**config.mk**
```make
export PLATFORM = sky130hd
export DESIGN_NAME = cc_periph_top
export DESIGN_NICKNAME = d
export VERILOG_FILES = /design/src/hw/cc_periph_pkg.sv /design/src/hw/axil_periph_bridge.sv /design/src/hw/cc_periph_top.sv /design/src/hw/clint.sv /design/src/hw/syscfg_regs.sv
export SDC_FILE = /design/constraint.sdc
export NUM_CORES = 1
export LEC_CHECK = 0
export BUFFER_PORTS_ARGS = -buffer_cell sky130_fd_sc_hd__clkbuf_2
export CAP_MARGIN = 20
export CORE_MARGIN = 4
export CORE_UTILIZATION = 53
export CTS_CLUSTER_SIZE = 40
export DETAILED_ROUTE_END_ITERATION = 8
export PLACE_DENSITY = 0.76
export SLEW_MARGIN = 20
export SYNTH_ARGS = -nofsm -noshare
export SYNTH_HDL_FRONTEND = slang
export SYNTH_SLANG_ARGS = --single-unit
```
**constraint.sdc**
```tcl
create_clock -name clk_i -period 2.29 [get_ports clk_i]
set_input_delay 0.229 -clock clk_i [delete_from_list [all_inputs] [get_ports clk_i]]
set_output_delay 0.229 -clock clk_i [all_outputs]
set_load 0.1 [all_outputs]
```
**src/hw/cc_periph_pkg.sv**
```systemverilog
package cc_periph_pkg;

    // ------------------------------------------------------------------------
    //  Bus widths
    // ------------------------------------------------------------------------
    localparam int ADDR_WIDTH  = 16;
    localparam int DATA_WIDTH  = 32;
    localparam int STRB_WIDTH  = DATA_WIDTH / 8;
    localparam int REGION_BITS = 12;

    // ------------------------------------------------------------------------
    //  Address map, one 4 KiB window per peripheral
    // ------------------------------------------------------------------------
    localparam logic [ADDR_WIDTH-1:0] SYSCFG_BASE = 16'h0000;
    localparam logic [ADDR_WIDTH-1:0] CLINT_BASE  = 16'h1000;

    // Syscfg registers
    localparam logic [REGION_BITS-1:0] BOOT_ADDR_OFFS = 12'h000;
    localparam logic [REGION_BITS-1:0] CORE_RST_OFFS  = 12'h004;

    // CLINT registers
    localparam logic [REGION_BITS-1:0] MSIP_OFFS        = 12'h000;
    localparam logic [REGION_BITS-1:0] MTIMECMP_LO_OFFS = 12'h004;
    localparam logic [REGION_BITS-1:0] MTIMECMP_HI_OFFS = 12'h008;
    localparam logic [REGION_BITS-1:0] MTIME_LO_OFFS    = 12'h00C;
    localparam logic [REGION_BITS-1:0] MTIME_HI_OFFS    = 12'h010;

    // AXI response codes
    localparam logic [1:0] RESP_OKAY   = 2'b00;
    localparam logic [1:0] RESP_SLVERR = 2'b10;
    localparam logic [1:0] RESP_DECERR = 2'b11;

    // Replace only the bytes enabled in strb
    function automatic logic [DATA_WIDTH-1:0] strb_merge(
        input logic [DATA_WIDTH-1:0] old_word,
        input logic [DATA_WIDTH-1:0] new_word,
        input logic [STRB_WIDTH-1:0] strb
    );
        logic [DATA_WIDTH-1:0] merged;
        merged = old_word;
        for (int i = 0; i < STRB_WIDTH; i++) begin
            if (strb[i]) begin
                merged[8*i +: 8] = new_word[8*i +: 8];
            end
        end
        return merged;
    endfunction

endpackage

```
**src/hw/axil_periph_bridge.sv**
```systemverilog
`timescale 1ns/1ps

module axil_periph_bridge import cc_periph_pkg::*; (
     input  logic                   clk_i
    ,input  logic                   reset_i
    ,input  logic [ADDR_WIDTH-1:0]  s_awaddr_i
    ,input  logic                   s_awvalid_i
    ,output logic                   s_awready_o
    ,input  logic [DATA_WIDTH-1:0]  s_wdata_i
    ,input  logic [STRB_WIDTH-1:0]  s_wstrb_i
    ,input  logic                   s_wvalid_i
    ,output logic                   s_wready_o
    ,output logic [1:0]             s_bresp_o
    ,output logic                   s_bvalid_o
    ,input  logic                   s_bready_i
    ,input  logic [ADDR_WIDTH-1:0]  s_araddr_i
    ,input  logic                   s_arvalid_i
    ,output logic                   s_arready_o
    ,output logic [DATA_WIDTH-1:0]  s_rdata_o
    ,output logic [1:0]             s_rresp_o
    ,output logic                   s_rvalid_o
    ,input  logic                   s_rready_i
    ,output logic                   syscfg_sel_o
    ,output logic                   clint_sel_o
    ,output logic                   pen_o
    ,output logic                   pwrite_o
    ,output logic [REGION_BITS-1:0] paddr_o
    ,output logic [DATA_WIDTH-1:0]  pwdata_o
    ,output logic [STRB_WIDTH-1:0]  pstrb_o
    ,input  logic [DATA_WIDTH-1:0]  syscfg_rdata_i
    ,input  logic                   syscfg_err_i
    ,input  logic [DATA_WIDTH-1:0]  clint_rdata_i
    ,input  logic                   clint_err_i
);

    localparam logic [1:0] ST_IDLE   = 2'd0;
    localparam logic [1:0] ST_SETUP  = 2'd1;
    localparam logic [1:0] ST_ACCESS = 2'd2;
    localparam logic [1:0] ST_RESP   = 2'd3;

    logic [1:0]             state_q;
    logic                   wr_accept;
    logic                   rd_accept;
    logic [ADDR_WIDTH-1:0]  req_addr;
    logic                   req_syscfg;
    logic                   req_clint;
    logic [REGION_BITS-1:0] addr_q;
    logic [DATA_WIDTH-1:0]  wdata_q;
    logic [STRB_WIDTH-1:0]  wstrb_q;
    logic                   write_q;
    logic                   hit_syscfg_q;
    logic                   hit_clint_q;
    logic                   in_transfer;
    logic                   sel_err;
    logic [DATA_WIDTH-1:0]  sel_rdata;
    logic [1:0]             resp_q;
    logic [DATA_WIDTH-1:0]  rdata_q;

    // ------------------------------------------------------------------------
    //  Acceptance, write wins over a read in the same idle cycle
    // ------------------------------------------------------------------------
    assign wr_accept   = (state_q == ST_IDLE) && s_awvalid_i && s_wvalid_i;
    assign rd_accept   = (state_q == ST_IDLE) && s_arvalid_i && !(s_awvalid_i && s_wvalid_i);
    assign s_awready_o = wr_accept;
    assign s_wready_o  = wr_accept;
    assign s_arready_o = rd_accept;

    // Region decode on the upper address bits
    assign req_addr   = wr_accept ? s_awaddr_i : s_araddr_i;
    assign req_syscfg = req_addr[ADDR_WIDTH-1:REGION_BITS]
                        == SYSCFG_BASE[ADDR_WIDTH-1:REGION_BITS];
    assign req_clint  = req_addr[ADDR_WIDTH-1:REGION_BITS]
                        == CLINT_BASE[ADDR_WIDTH-1:REGION_BITS];

    // Request capture
    always_ff @(posedge clk_i) begin
        if (wr_accept || rd_accept) begin
            addr_q       <= req_addr[REGION_BITS-1:0];
            wdata_q      <= s_wdata_i;
            wstrb_q      <= wr_accept ? s_wstrb_i : '0;
            write_q      <= wr_accept;
            hit_syscfg_q <= req_syscfg;
            hit_clint_q  <= req_clint;
        end
    end

    // ------------------------------------------------------------------------
    //  Transfer FSM
    // ------------------------------------------------------------------------
    always_ff @(posedge clk_i) begin
        if (reset_i) begin
            state_q <= ST_IDLE;
        end else begin
            case (state_q)
                ST_IDLE: begin
                    if (wr_accept || rd_accept) begin
                        state_q <= ST_SETUP;
                    end
                end
                // Unmapped requests skip the access phase
                ST_SETUP: begin
                    state_q <= (hit_syscfg_q || hit_clint_q) ? ST_ACCESS : ST_RESP;
                end
                ST_ACCESS: begin
                    state_q <= ST_RESP;
                end
                default: begin
                    if ((write_q && s_bready_i) || (!write_q && s_rready_i)) begin
                        state_q <= ST_IDLE;
                    end
                end
            endcase
        end
    end

    // Peripheral bus drive
    assign in_transfer  = (state_q == ST_SETUP) || (state_q == ST_ACCESS);
    assign syscfg_sel_o = in_transfer && hit_syscfg_q;
    assign clint_sel_o  = in_transfer && hit_clint_q;
    assign pen_o        = (state_q == ST_ACCESS);
    assign pwrite_o     = write_q;
    assign paddr_o      = addr_q;
    assign pwdata_o     = wdata_q;
    assign pstrb_o      = wstrb_q;

    assign sel_err   = hit_syscfg_q ? syscfg_err_i : clint_err_i;
    assign sel_rdata = hit_syscfg_q ? syscfg_rdata_i : clint_rdata_i;

    // ------------------------------------------------------------------------
    //  Response capture, held until the master takes it
    // ------------------------------------------------------------------------
    always_ff @(posedge clk_i) begin
        if (state_q == ST_SETUP && !(hit_syscfg_q || hit_clint_q)) begin
            resp_q  <= RESP_DECERR;
            rdata_q <= '0;
        end else if (state_q == ST_ACCESS) begin
            resp_q  <= sel_err ? RESP_SLVERR : RESP_OKAY;
            rdata_q <= write_q ? '0 : sel_rdata;
        end
    end

    assign s_bvalid_o = (state_q == ST_RESP) && write_q;
    assign s_rvalid_o = (state_q == ST_RESP) && !write_q;
    assign s_bresp_o  = resp_q;
    assign s_rresp_o  = resp_q;
    assign s_rdata_o  = rdata_q;

endmodule

```
**src/hw/cc_periph_top.sv**
```systemverilog
`timescale 1ns/1ps

module cc_periph_top import cc_periph_pkg::*; #(
    parameter logic [DATA_WIDTH-1:0] BOOT_ADDR_DEFAULT = 32'h0000_8000
) (
     input  logic                   clk_i
    ,input  logic                   reset_i
    ,input  logic [ADDR_WIDTH-1:0]  s_awaddr_i
    ,input  logic                   s_awvalid_i
    ,output logic                   s_awready_o
    ,input  logic [DATA_WIDTH-1:0]  s_wdata_i
    ,input  logic [STRB_WIDTH-1:0]  s_wstrb_i
    ,input  logic                   s_wvalid_i
    ,output logic                   s_wready_o
    ,output logic [1:0]             s_bresp_o
    ,output logic                   s_bvalid_o
    ,input  logic                   s_bready_i
    ,input  logic [ADDR_WIDTH-1:0]  s_araddr_i
    ,input  logic                   s_arvalid_i
    ,output logic                   s_arready_o
    ,output logic [DATA_WIDTH-1:0]  s_rdata_o
    ,output logic [1:0]             s_rresp_o
    ,output logic                   s_rvalid_o
    ,input  logic                   s_rready_i
    ,output logic [DATA_WIDTH-1:0]  boot_addr_o
    ,output logic                   core_reset_o
    ,output logic                   irq_mti_o
    ,output logic                   irq_msi_o
);

    // Internal peripheral bus
    logic                   syscfg_sel;
    logic                   clint_sel;
    logic                   pen;
    logic                   pwrite;
    logic [REGION_BITS-1:0] paddr;
    logic [DATA_WIDTH-1:0]  pwdata;
    logic [STRB_WIDTH-1:0]  pstrb;
    logic [DATA_WIDTH-1:0]  syscfg_rdata;
    logic                   syscfg_err;
    logic [DATA_WIDTH-1:0]  clint_rdata;
    logic                   clint_err;

    // ------------------------------------------------------------------------
    //  AXI4-Lite to peripheral bus
    // ------------------------------------------------------------------------
    axil_periph_bridge i_axil_periph_bridge (
         .clk_i          ( clk_i        )
        ,.reset_i        ( reset_i      )
        ,.s_awaddr_i     ( s_awaddr_i   )
        ,.s_awvalid_i    ( s_awvalid_i  )
        ,.s_awready_o    ( s_awready_o  )
        ,.s_wdata_i      ( s_wdata_i    )
        ,.s_wstrb_i      ( s_wstrb_i    )
        ,.s_wvalid_i     ( s_wvalid_i   )
        ,.s_wready_o     ( s_wready_o   )
        ,.s_bresp_o      ( s_bresp_o    )
        ,.s_bvalid_o     ( s_bvalid_o   )
        ,.s_bready_i     ( s_bready_i   )
        ,.s_araddr_i     ( s_araddr_i   )
        ,.s_arvalid_i    ( s_arvalid_i  )
        ,.s_arready_o    ( s_arready_o  )
        ,.s_rdata_o      ( s_rdata_o    )
        ,.s_rresp_o      ( s_rresp_o    )
        ,.s_rvalid_o     ( s_rvalid_o   )
        ,.s_rready_i     ( s_rready_i   )
        ,.syscfg_sel_o   ( syscfg_sel   )
        ,.clint_sel_o    ( clint_sel    )
        ,.pen_o          ( pen          )
        ,.pwrite_o       ( pwrite       )
        ,.paddr_o        ( paddr        )
        ,.pwdata_o       ( pwdata       )
        ,.pstrb_o        ( pstrb        )
        ,.syscfg_rdata_i ( syscfg_rdata )
        ,.syscfg_err_i   ( syscfg_err   )
        ,.clint_rdata_i  ( clint_rdata  )
        ,.clint_err_i    ( clint_err    )
    );

    // ------------------------------------------------------------------------
    //  Peripherals
    // ------------------------------------------------------------------------
    syscfg_regs #(
        .BOOT_ADDR_DEFAULT ( BOOT_ADDR_DEFAULT )
    ) i_syscfg_regs (
         .clk_i        ( clk_i        )
        ,.reset_i      ( reset_i      )
        ,.psel_i       ( syscfg_sel   )
        ,.pen_i        ( pen          )
        ,.pwrite_i     ( pwrite       )
        ,.paddr_i      ( paddr        )
        ,.pwdata_i     ( pwdata       )
        ,.pstrb_i      ( pstrb        )
        ,.prdata_o     ( syscfg_rdata )
        ,.perr_o       ( syscfg_err   )
        ,.boot_addr_o  ( boot_addr_o  )
        ,.core_reset_o ( core_reset_o )
    );

    clint i_clint (
         .clk_i     ( clk_i       )
        ,.reset_i   ( reset_i     )
        ,.psel_i    ( clint_sel   )
        ,.pen_i     ( pen         )
        ,.pwrite_i  ( pwrite      )
        ,.paddr_i   ( paddr       )
        ,.pwdata_i  ( pwdata      )
        ,.pstrb_i   ( pstrb       )
        ,.prdata_o  ( clint_rdata )
        ,.perr_o    ( clint_err   )
        ,.irq_mti_o ( irq_mti_o   )
        ,.irq_msi_o ( irq_msi_o   )
    );

endmodule

```
**src/hw/clint.sv**
```systemverilog
`timescale 1ns/1ps

module clint import cc_periph_pkg::*; (
     input  logic                   clk_i
    ,input  logic                   reset_i
    ,input  logic                   psel_i
    ,input  logic                   pen_i
    ,input  logic                   pwrite_i
    ,input  logic [REGION_BITS-1:0] paddr_i
    ,input  logic [DATA_WIDTH-1:0]  pwdata_i
    ,input  logic [STRB_WIDTH-1:0]  pstrb_i
    ,output logic [DATA_WIDTH-1:0]  prdata_o
    ,output logic                   perr_o
    ,output logic                   irq_mti_o
    ,output logic                   irq_msi_o
);

    localparam int TIMER_WIDTH = 2 * DATA_WIDTH;

    logic [TIMER_WIDTH-1:0] mtime_q;
    logic [TIMER_WIDTH-1:0] mtime_d;
    logic [TIMER_WIDTH-1:0] mtimecmp_q;
    logic                   msip_q;
    logic                   irq_mti_q;
    logic                   wr_en;

    assign wr_en = psel_i && pen_i && pwrite_i;

    // ------------------------------------------------------------------------
    //  Machine timer
    // ------------------------------------------------------------------------
    // A write to either half takes priority over the increment of that half
    always_comb begin
        mtime_d = mtime_q + 1'b1;
        if (wr_en && paddr_i == MTIME_LO_OFFS) begin
            mtime_d[DATA_WIDTH-1:0] = strb_merge(mtime_q[DATA_WIDTH-1:0], pwdata_i, pstrb_i);
        end
        if (wr_en && paddr_i == MTIME_HI_OFFS) begin
            mtime_d[TIMER_WIDTH-1:DATA_WIDTH] =
                strb_merge(mtime_q[TIMER_WIDTH-1:DATA_WIDTH], pwdata_i, pstrb_i);
        end
    end

    always_ff @(posedge clk_i) begin
        if (reset_i) begin
            mtime_q    <= '0;
            mtimecmp_q <= '1;
            msip_q     <= 1'b0;
            irq_mti_q  <= 1'b0;
        end else begin
            mtime_q   <= mtime_d;
            irq_mti_q <= (mtime_q >= mtimecmp_q);
            if (wr_en && paddr_i == MSIP_OFFS && pstrb_i[0]) begin
                msip_q <= pwdata_i[0];
            end
            if (wr_en && paddr_i == MTIMECMP_LO_OFFS) begin
                mtimecmp_q[DATA_WIDTH-1:0] <=
                    strb_merge(mtimecmp_q[DATA_WIDTH-1:0], pwdata_i, pstrb_i);
            end
            if (wr_en && paddr_i == MTIMECMP_HI_OFFS) begin
                mtimecmp_q[TIMER_WIDTH-1:DATA_WIDTH] <=
                    strb_merge(mtimecmp_q[TIMER_WIDTH-1:DATA_WIDTH], pwdata_i, pstrb_i);
            end
        end
    end

    // ------------------------------------------------------------------------
    //  Register read back
    // ------------------------------------------------------------------------
    always_comb begin
        prdata_o = '0;
        perr_o   = 1'b0;
        case (paddr_i)
            MSIP_OFFS:        prdata_o = {{(DATA_WIDTH-1){1'b0}}, msip_q};
            MTIMECMP_LO_OFFS: prdata_o = mtimecmp_q[DATA_WIDTH-1:0];
            MTIMECMP_HI_OFFS: prdata_o = mtimecmp_q[TIMER_WIDTH-1:DATA_WIDTH];
            MTIME_LO_OFFS:    prdata_o = mtime_q[DATA_WIDTH-1:0];
            MTIME_HI_OFFS:    prdata_o = mtime_q[TIMER_WIDTH-1:DATA_WIDTH];
            default:          perr_o   = psel_i;
        endcase
    end

    assign irq_mti_o = irq_mti_q;
    assign irq_msi_o = msip_q;

endmodule

```
**src/hw/syscfg_regs.sv**
```systemverilog
`timescale 1ns/1ps

module syscfg_regs import cc_periph_pkg::*; #(
    parameter logic [DATA_WIDTH-1:0] BOOT_ADDR_DEFAULT = 32'h0000_8000
) (
     input  logic                   clk_i
    ,input  logic                   reset_i
    ,input  logic                   psel_i
    ,input  logic                   pen_i
    ,input  logic                   pwrite_i
    ,input  logic [REGION_BITS-1:0] paddr_i
    ,input  logic [DATA_WIDTH-1:0]  pwdata_i
    ,input  logic [STRB_WIDTH-1:0]  pstrb_i
    ,output logic [DATA_WIDTH-1:0]  prdata_o
    ,output logic                   perr_o
    ,output logic [DATA_WIDTH-1:0]  boot_addr_o
    ,output logic                   core_reset_o
);

    logic [DATA_WIDTH-1:0] boot_addr_q;
    logic                  core_rst_q;
    logic                  wr_en;

    // Write lands at the end of the access cycle
    assign wr_en = psel_i && pen_i && pwrite_i;

    always_ff @(posedge clk_i) begin
        if (reset_i) begin
            boot_addr_q <= BOOT_ADDR_DEFAULT;
            core_rst_q  <= 1'b0;
        end else if (wr_en) begin
            if (paddr_i == BOOT_ADDR_OFFS) begin
                boot_addr_q <= strb_merge(boot_addr_q, pwdata_i, pstrb_i);
            end
            if (paddr_i == CORE_RST_OFFS && pstrb_i[0]) begin
                core_rst_q <= pwdata_i[0];
            end
        end
    end

    // Read mux, unknown offsets flag an error
    always_comb begin
        prdata_o = '0;
        perr_o   = 1'b0;
        case (paddr_i)
            BOOT_ADDR_OFFS: prdata_o = boot_addr_q;
            CORE_RST_OFFS:  prdata_o = {{(DATA_WIDTH-1){1'b0}}, core_rst_q};
            default:        perr_o   = psel_i;
        endcase
    end

    assign boot_addr_o  = boot_addr_q;
    assign core_reset_o = core_rst_q;

endmodule

```
Yosys cells after proc, flatten, opt, wreduce, memory -nomap -nowiden. Cells that the tools add are included.

Magnitude comparators: 1. Mux-type cells: 19. Add/sub/neg operators: 1. Reductions and logical operators: 50. Eq/ne operators: 17.

Operator list (count): $pmux W32 S5 (1); $mux W32 (4); $add A64 B1 Y64 const B (1); $ge A64 B64 Y1 (1); $pmux W32 S2 (1); $mux W8 (4); $eq A12 B4 Y1 const B (2); $logic_and A1 B1 Y1 (23); $reduce_and A2 Y1 (10); $ne A2 B2 Y1 const B (9); $mux W16 (1); $eq A12 B3 Y1 const B (1); $eq A12 B5 Y1 const B (1); $logic_not A12 Y1 (1); $reduce_and A3 Y1 (4); $mux W2 (3); $pmux W2 S3 (1); $reduce_or A5 Y1 (1); $eq A2 B2 Y1 const B (2); $eq A4 B1 Y1 const B (1); $logic_not A4 Y1 (1); $logic_or A1 B1 Y1 (4); $mux W1 (4); $reduce_bool A4 Y1 (1); other kinds (4) (6).

Word-level logic and storage cells: 120. Output and inout bits: 76. Bits in registers: 250. Bits of input ports: 75.

Logic depth before layout (Yosys ltp).
Word-level depth: 7. Depth in mapped cells: 12. Mapped depth without buffers: 8.

By module. Synthesis repeated with hierarchy kept, for this count alone.

Cell total of the unflattened synthesis: 1582. Area total of the unflattened synthesis: 13978.4 um2.

Modules (own cells, without submodules): clint (instances 1, area an instance 8577.0 um2, cells an instance 1108, sequential area each 2602.5 um2); axil_periph_bridge (instances 1, area an instance 3569.7 um2, cells an instance 282, sequential area each 2252.2 um2); syscfg_regs (instances 1, area an instance 1831.8 um2, cells an instance 192, sequential area each 660.6 um2).

Worst setup path after synthesis. No wires, ideal clock.

Path kind: reg-to-reg. From: reg i_axil_periph_bridge.state_q[0]. To: reg i_axil_periph_bridge.hit_clint_q, enable pin. Cell stages (with the launch flop): 6. Setup time: 0.386 ns. Path buffers: 1. Data arrival time: 2.715 ns. Clock period less this slack: 3.101 ns. Required time: 1.904 ns. Setup slack: -0.811 ns. Path through: dfxtp_1 > inv_1 > ha_1 > and3_1 > clkbuf_1 > or2_2.

Cells in the longest elaborated chain, start to end: 4. Elaborated cells between the ends (all ways): 6. Those cells by class: reduce/logical (6).

RTL lines: from (decl) (line axil_periph_bridge.sv:41) `logic [1:0] state_q;`; from (signal assigned) (line axil_periph_bridge.sv:102) `state_q <= (hit_syscfg_q || hit_clint_q) ? ST_ACCESS : ST_RESP;`; $logic_not A2 Y1 (line axil_periph_bridge.sv:62) `assign wr_accept = (state_q == ST_IDLE) && s_awvalid_i && s_wvalid_i;`; $logic_and A1 B1 Y1 (2 in a row) (line axil_periph_bridge.sv:62); via s_awready_o (line cc_periph_top.sv:10) `,output logic s_awready_o`; $logic_or A1 B1 Y1 (line axil_periph_bridge.sv:77) `if (wr_accept || rd_accept) begin`; to (signal assigned) (line axil_periph_bridge.sv:83) `hit_clint_q <= req_clint;`; to (decl) (line axil_periph_bridge.sv:52) `logic hit_clint_q;`.

The timed path passes the listed nets, and every way through them passes these cells. A chain may end at the register's enable or synchronous reset.

Worst setup path after layout.
From: reg i_axil_periph_bridge.addr_q[10] (netlist: i_axil_periph_bridge.paddr_o[10]). To: reg i_clint.mtime_q[22].

Cells in the longest elaborated chain, start to end: 3. Elaborated cells between the ends (all ways): 4. Those cells by class: eq/ne (2); mux (1); reduce/logical (1).

RTL lines: from (decl) (line axil_periph_bridge.sv:47) `logic [REGION_BITS-1:0] addr_q;`; from (signal assigned) (line axil_periph_bridge.sv:78) `addr_q <= req_addr[REGION_BITS-1:0];`; $eq A12 B4 Y1 * (line clint.sv:35) `if (wr_en && paddr_i == MTIME_LO_OFFS) begin`; $logic_and A1 B1 Y1 * (line clint.sv:35); $ne A2 B2 Y1 (no line) or $mux W32 (tied branches); to (signal assigned) (line clint.sv:51) `mtime_q <= mtime_d;`; to (decl) (line clint.sv:20) `logic [TIMER_WIDTH-1:0] mtime_q;`.

Mark *: on every way between the ends. The rest lies on a longest branch, timed or not.

==> results.txt <==
Status: finished with violations
Violations in the final reports: setup timing
Pin count of the biggest net entering global routing: 73
Antenna violations before repair: 1
Diodes inserted: 0
Total count of max-transition violations in the final report: 0
Hold worst-path end: i_axil_periph_bridge.paddr_o[1]
VDD IR max: 607 uV
Pwr dens: 720 mW/mm^2
# setup viols final: 2
Count of flip-flops with a built-in enable after synthesis: 51
Global route overflow: 0
Overall power consumption: 12.2 mW
Area overhead of the layout relative to synthesis: 30.8%
Startpoint of the worst-slack reg-to-reg timing path: i_axil_periph_bridge.paddr_o[10]
Post-placement cell count: 1956
Total Nets Final: 1882
Via count of the first global-routing pass: 12700
Share of layout cells above drive strength 1: 0.258
I/O Buffers: 150
Remaining number of nets flagged by the antenna check after routing: 0
Mean post-synth cell area: 9.05 um^2
Share of the clock period used by the worst path: 1.01
Total leakage power: 7.44 nW
Critical Path Source Type: flip-flop
Drt wl/cell: 20.9 um
Final setup slack of the worst path: -0.0150 ns
Capture point of the worst reg-to-reg path: i_clint.mtime_q[22]
Crit Path Category: flip-flop to flip-flop
Std cell rows: 56
Routability congestion estimate from global placement: 0.942
Final Critical Period: 2.31 ns
Total Routed Length: 43300 um
Maximum capacitance violations: 0
Total GRT Usage: 0.309
Buffer depth of the longest clock path: 3
Top-level port count: 151
DR pass1 iterations: 9
Routed vias/inst: 6.25
Critical path endpoint category: flip-flop
Yosys warns: 0
Worst hold start: s_araddr_i[1]
Nets in the synthesized netlist: 1577
Highest Clock Rate: 434 MHz
Worst-margin pin slew: 0.848 ns
Unrepaired setup endpoints after global routing: true
DRC Markers: 0
Height of the die: 164 um
Setup slack, reg-to-reg: -0.02 ns
Cell types with the largest area share after synthesis: dfxtp_1 (31%), edfxtp_1 (12%), ha_1 (6.8%), nand2_1 (4.8%), o211ai_1 (4.7%)
Area of the die: 0.0270 mm^2
Core footprint: 0.0238 mm^2
Most frequent cells after synthesis: dfxtp_1 (199), nand2_1 (166), o211ai_1 (82)
Max-slew headroom: 0.435
Share of async-settable or async-resettable flops after synthesis: 0
Initial Utilization: 0.546
Arrival time worst endpoint: 2.77 ns
First-pass GRT wire length: 66800 um
Share of the synthesized area in the top cell type: 0.307
Share of the yosys chip area belonging to registers: 0.425
Worst Hold Path Cells: 2
Placed wire-length estimate: 30400 um
Synth Register Bits: 250
Path type of the worst min-delay path: input pin to flip-flop
Cell chosen for the clock root: clkbuf_16
First-iteration detailed-routing DRC count: 1466
Endpoints failing hold: 0
Reg2reg path depth: 8
Mapped Cells: 1432
Clock skew: 0.0119 ns
CTS H-Tree Depth: 1
Clock sinks: 250
Largest area contributor in the synthesized netlist: dfxtp_1
Num CTS Buffers: 27
Clock tree from TritonCTS: built
Post-Synthesis Cell Area: 0.0130 mm^2
Most common cell in the netlist: dfxtp_1
Primary FF master, synth: dfxtp_1
Req. time, crit path: 2.76 ns
Unique cell type count in the Yosys netlist: 74
Die Span X: 164 um
Clock transition at the register clock pins on the worst setup and hold paths after CTS: 0.07 ns
Non-filler instance count after layout: 2076
Overall via count from detail_route: 13000
Clock Latency Late Sink: 0.54 ns
CP Max Fanout: 5
how the worst max path moves through the flow:
stage                                          start                  end  depth (start not counted)
finish              i_axil_periph_bridge.paddr_o[10]  i_clint.mtime_q[22]                          8
global route         i_axil_periph_bridge.paddr_o[1]   i_clint.mtime_q[2]                          7
CTS                  i_axil_periph_bridge.paddr_o[8]  i_clint.mtime_q[48]                          7
detailed placement   i_axil_periph_bridge.state_q[0]  i_clint.mtime_q[54]                         10
global placement              i_clint.mtimecmp_q[59]    i_clint.irq_mti_o                          9
floorplan            i_axil_periph_bridge.state_q[0]  i_clint.mtime_q[48]                          9
sequential cells by signal, indices dropped and copies added, names as in the netlist, 4 cells and up:
signal / count
i_clint.mtimecmp_q: 64
i_axil_periph_bridge.pstrb_o: 4
i_syscfg_regs.boot_addr_o: 32
i_clint.mtime_q: 64
i_axil_periph_bridge.paddr_o: 12
i_axil_periph_bridge.s_rdata_o: 32
i_axil_periph_bridge.pwdata_o: 32
cell usage in the layout, fill, tap and decap left out, drive strengths merged, types with 19 or more instances in the layout:
cell,n
a31oi,26
nor2,71
nand3,62
clkbuf,180
and3,26
or3,19
nand4,33
nor3,28
dfxtp,199
buf,175
o211ai,82
edfxtp,51
nand2,167
a22o,30
inv,80
a21oi,61
dlygate4sd3,51
ha,70
o21ai,63
mux2i,41
a222oi,31
a22oi,33
per-layer routing:
layer  GRT usage  routed length [um]
met5           0                  13
met4       0.126                1670
met3      0.0576                4010
met2       0.501               19900
met1       0.409               17700
cell families after synthesis:
logic type / synth area share
mux: 0.0464
flops: 0.425
xor+xnor: 0.00743
fa+ha+maj: 0.0675
compound gates: 0.210
buf+inv: 0.0555
simple gates: 0.188
critical path, cell delays in order (launching register included):
cell and delay (ns):
edfxtp_1 0.41, or4_4 0.58, nor3_4 0.26, buf_4 0.18
nand2_2 0.09, buf_6 0.16, nand4_1 0.09, mux2_2 0.34
nor3_1 0.12
cell type report:
type | count | area (um^2)
multi-input combinational | 1007 | 6960
fill | 1735 | 6790
sequential | 250 | 5520
timing repair buffer | 374 | 2820
clock buffer | 32 | 704
tap | 319 | 399
inverter | 77 | 289
clock inverter | 17 | 262
timing repair:
item / CTS / global route
resized for setup: 6 / 57
endpoints found under the hold margin: 44 / 1
hold buffers: 50 / 1
pin swaps: 3 / 20
endpoints found under the setup margin: 16 / 166
setup buffers: 3 / 18
gates cloned: 0 / 1
stage by stage:
step	utilization	hold slack [ns]	TNS [ns]	worst slack (ns)	instance area, um^2
floorplan	-	0.328	0	0.00426	13000
global placement	0.635	0.405	-0.0923	-0.0923	15100
detailed placement	0.635	0.408	-0.506	-0.0901	15100
CTS	0.698	0.000349	-0.0908	-0.0216	16600
global route	0.714	0.00731	-1.91	-0.119	17000
finish	0.714	0.0182	-0.0168	-0.0150	17000
report_power, final:
| part | switching (mW) | internal [mW] | leakage (nW) | total, mW |
|---|---|---|---|---|
| Clock | 1.90 | 2.89 | 0.460 | 4.79 |
| Sequential | 0.474 | 4.89 | 2.10 | 5.36 |
| Combinational | 1.36 | 0.688 | 4.88 | 2.05 |
| Total | 3.73 | 8.47 | 7.44 | 12.2 |
Power figures use the tool's default switching activity.
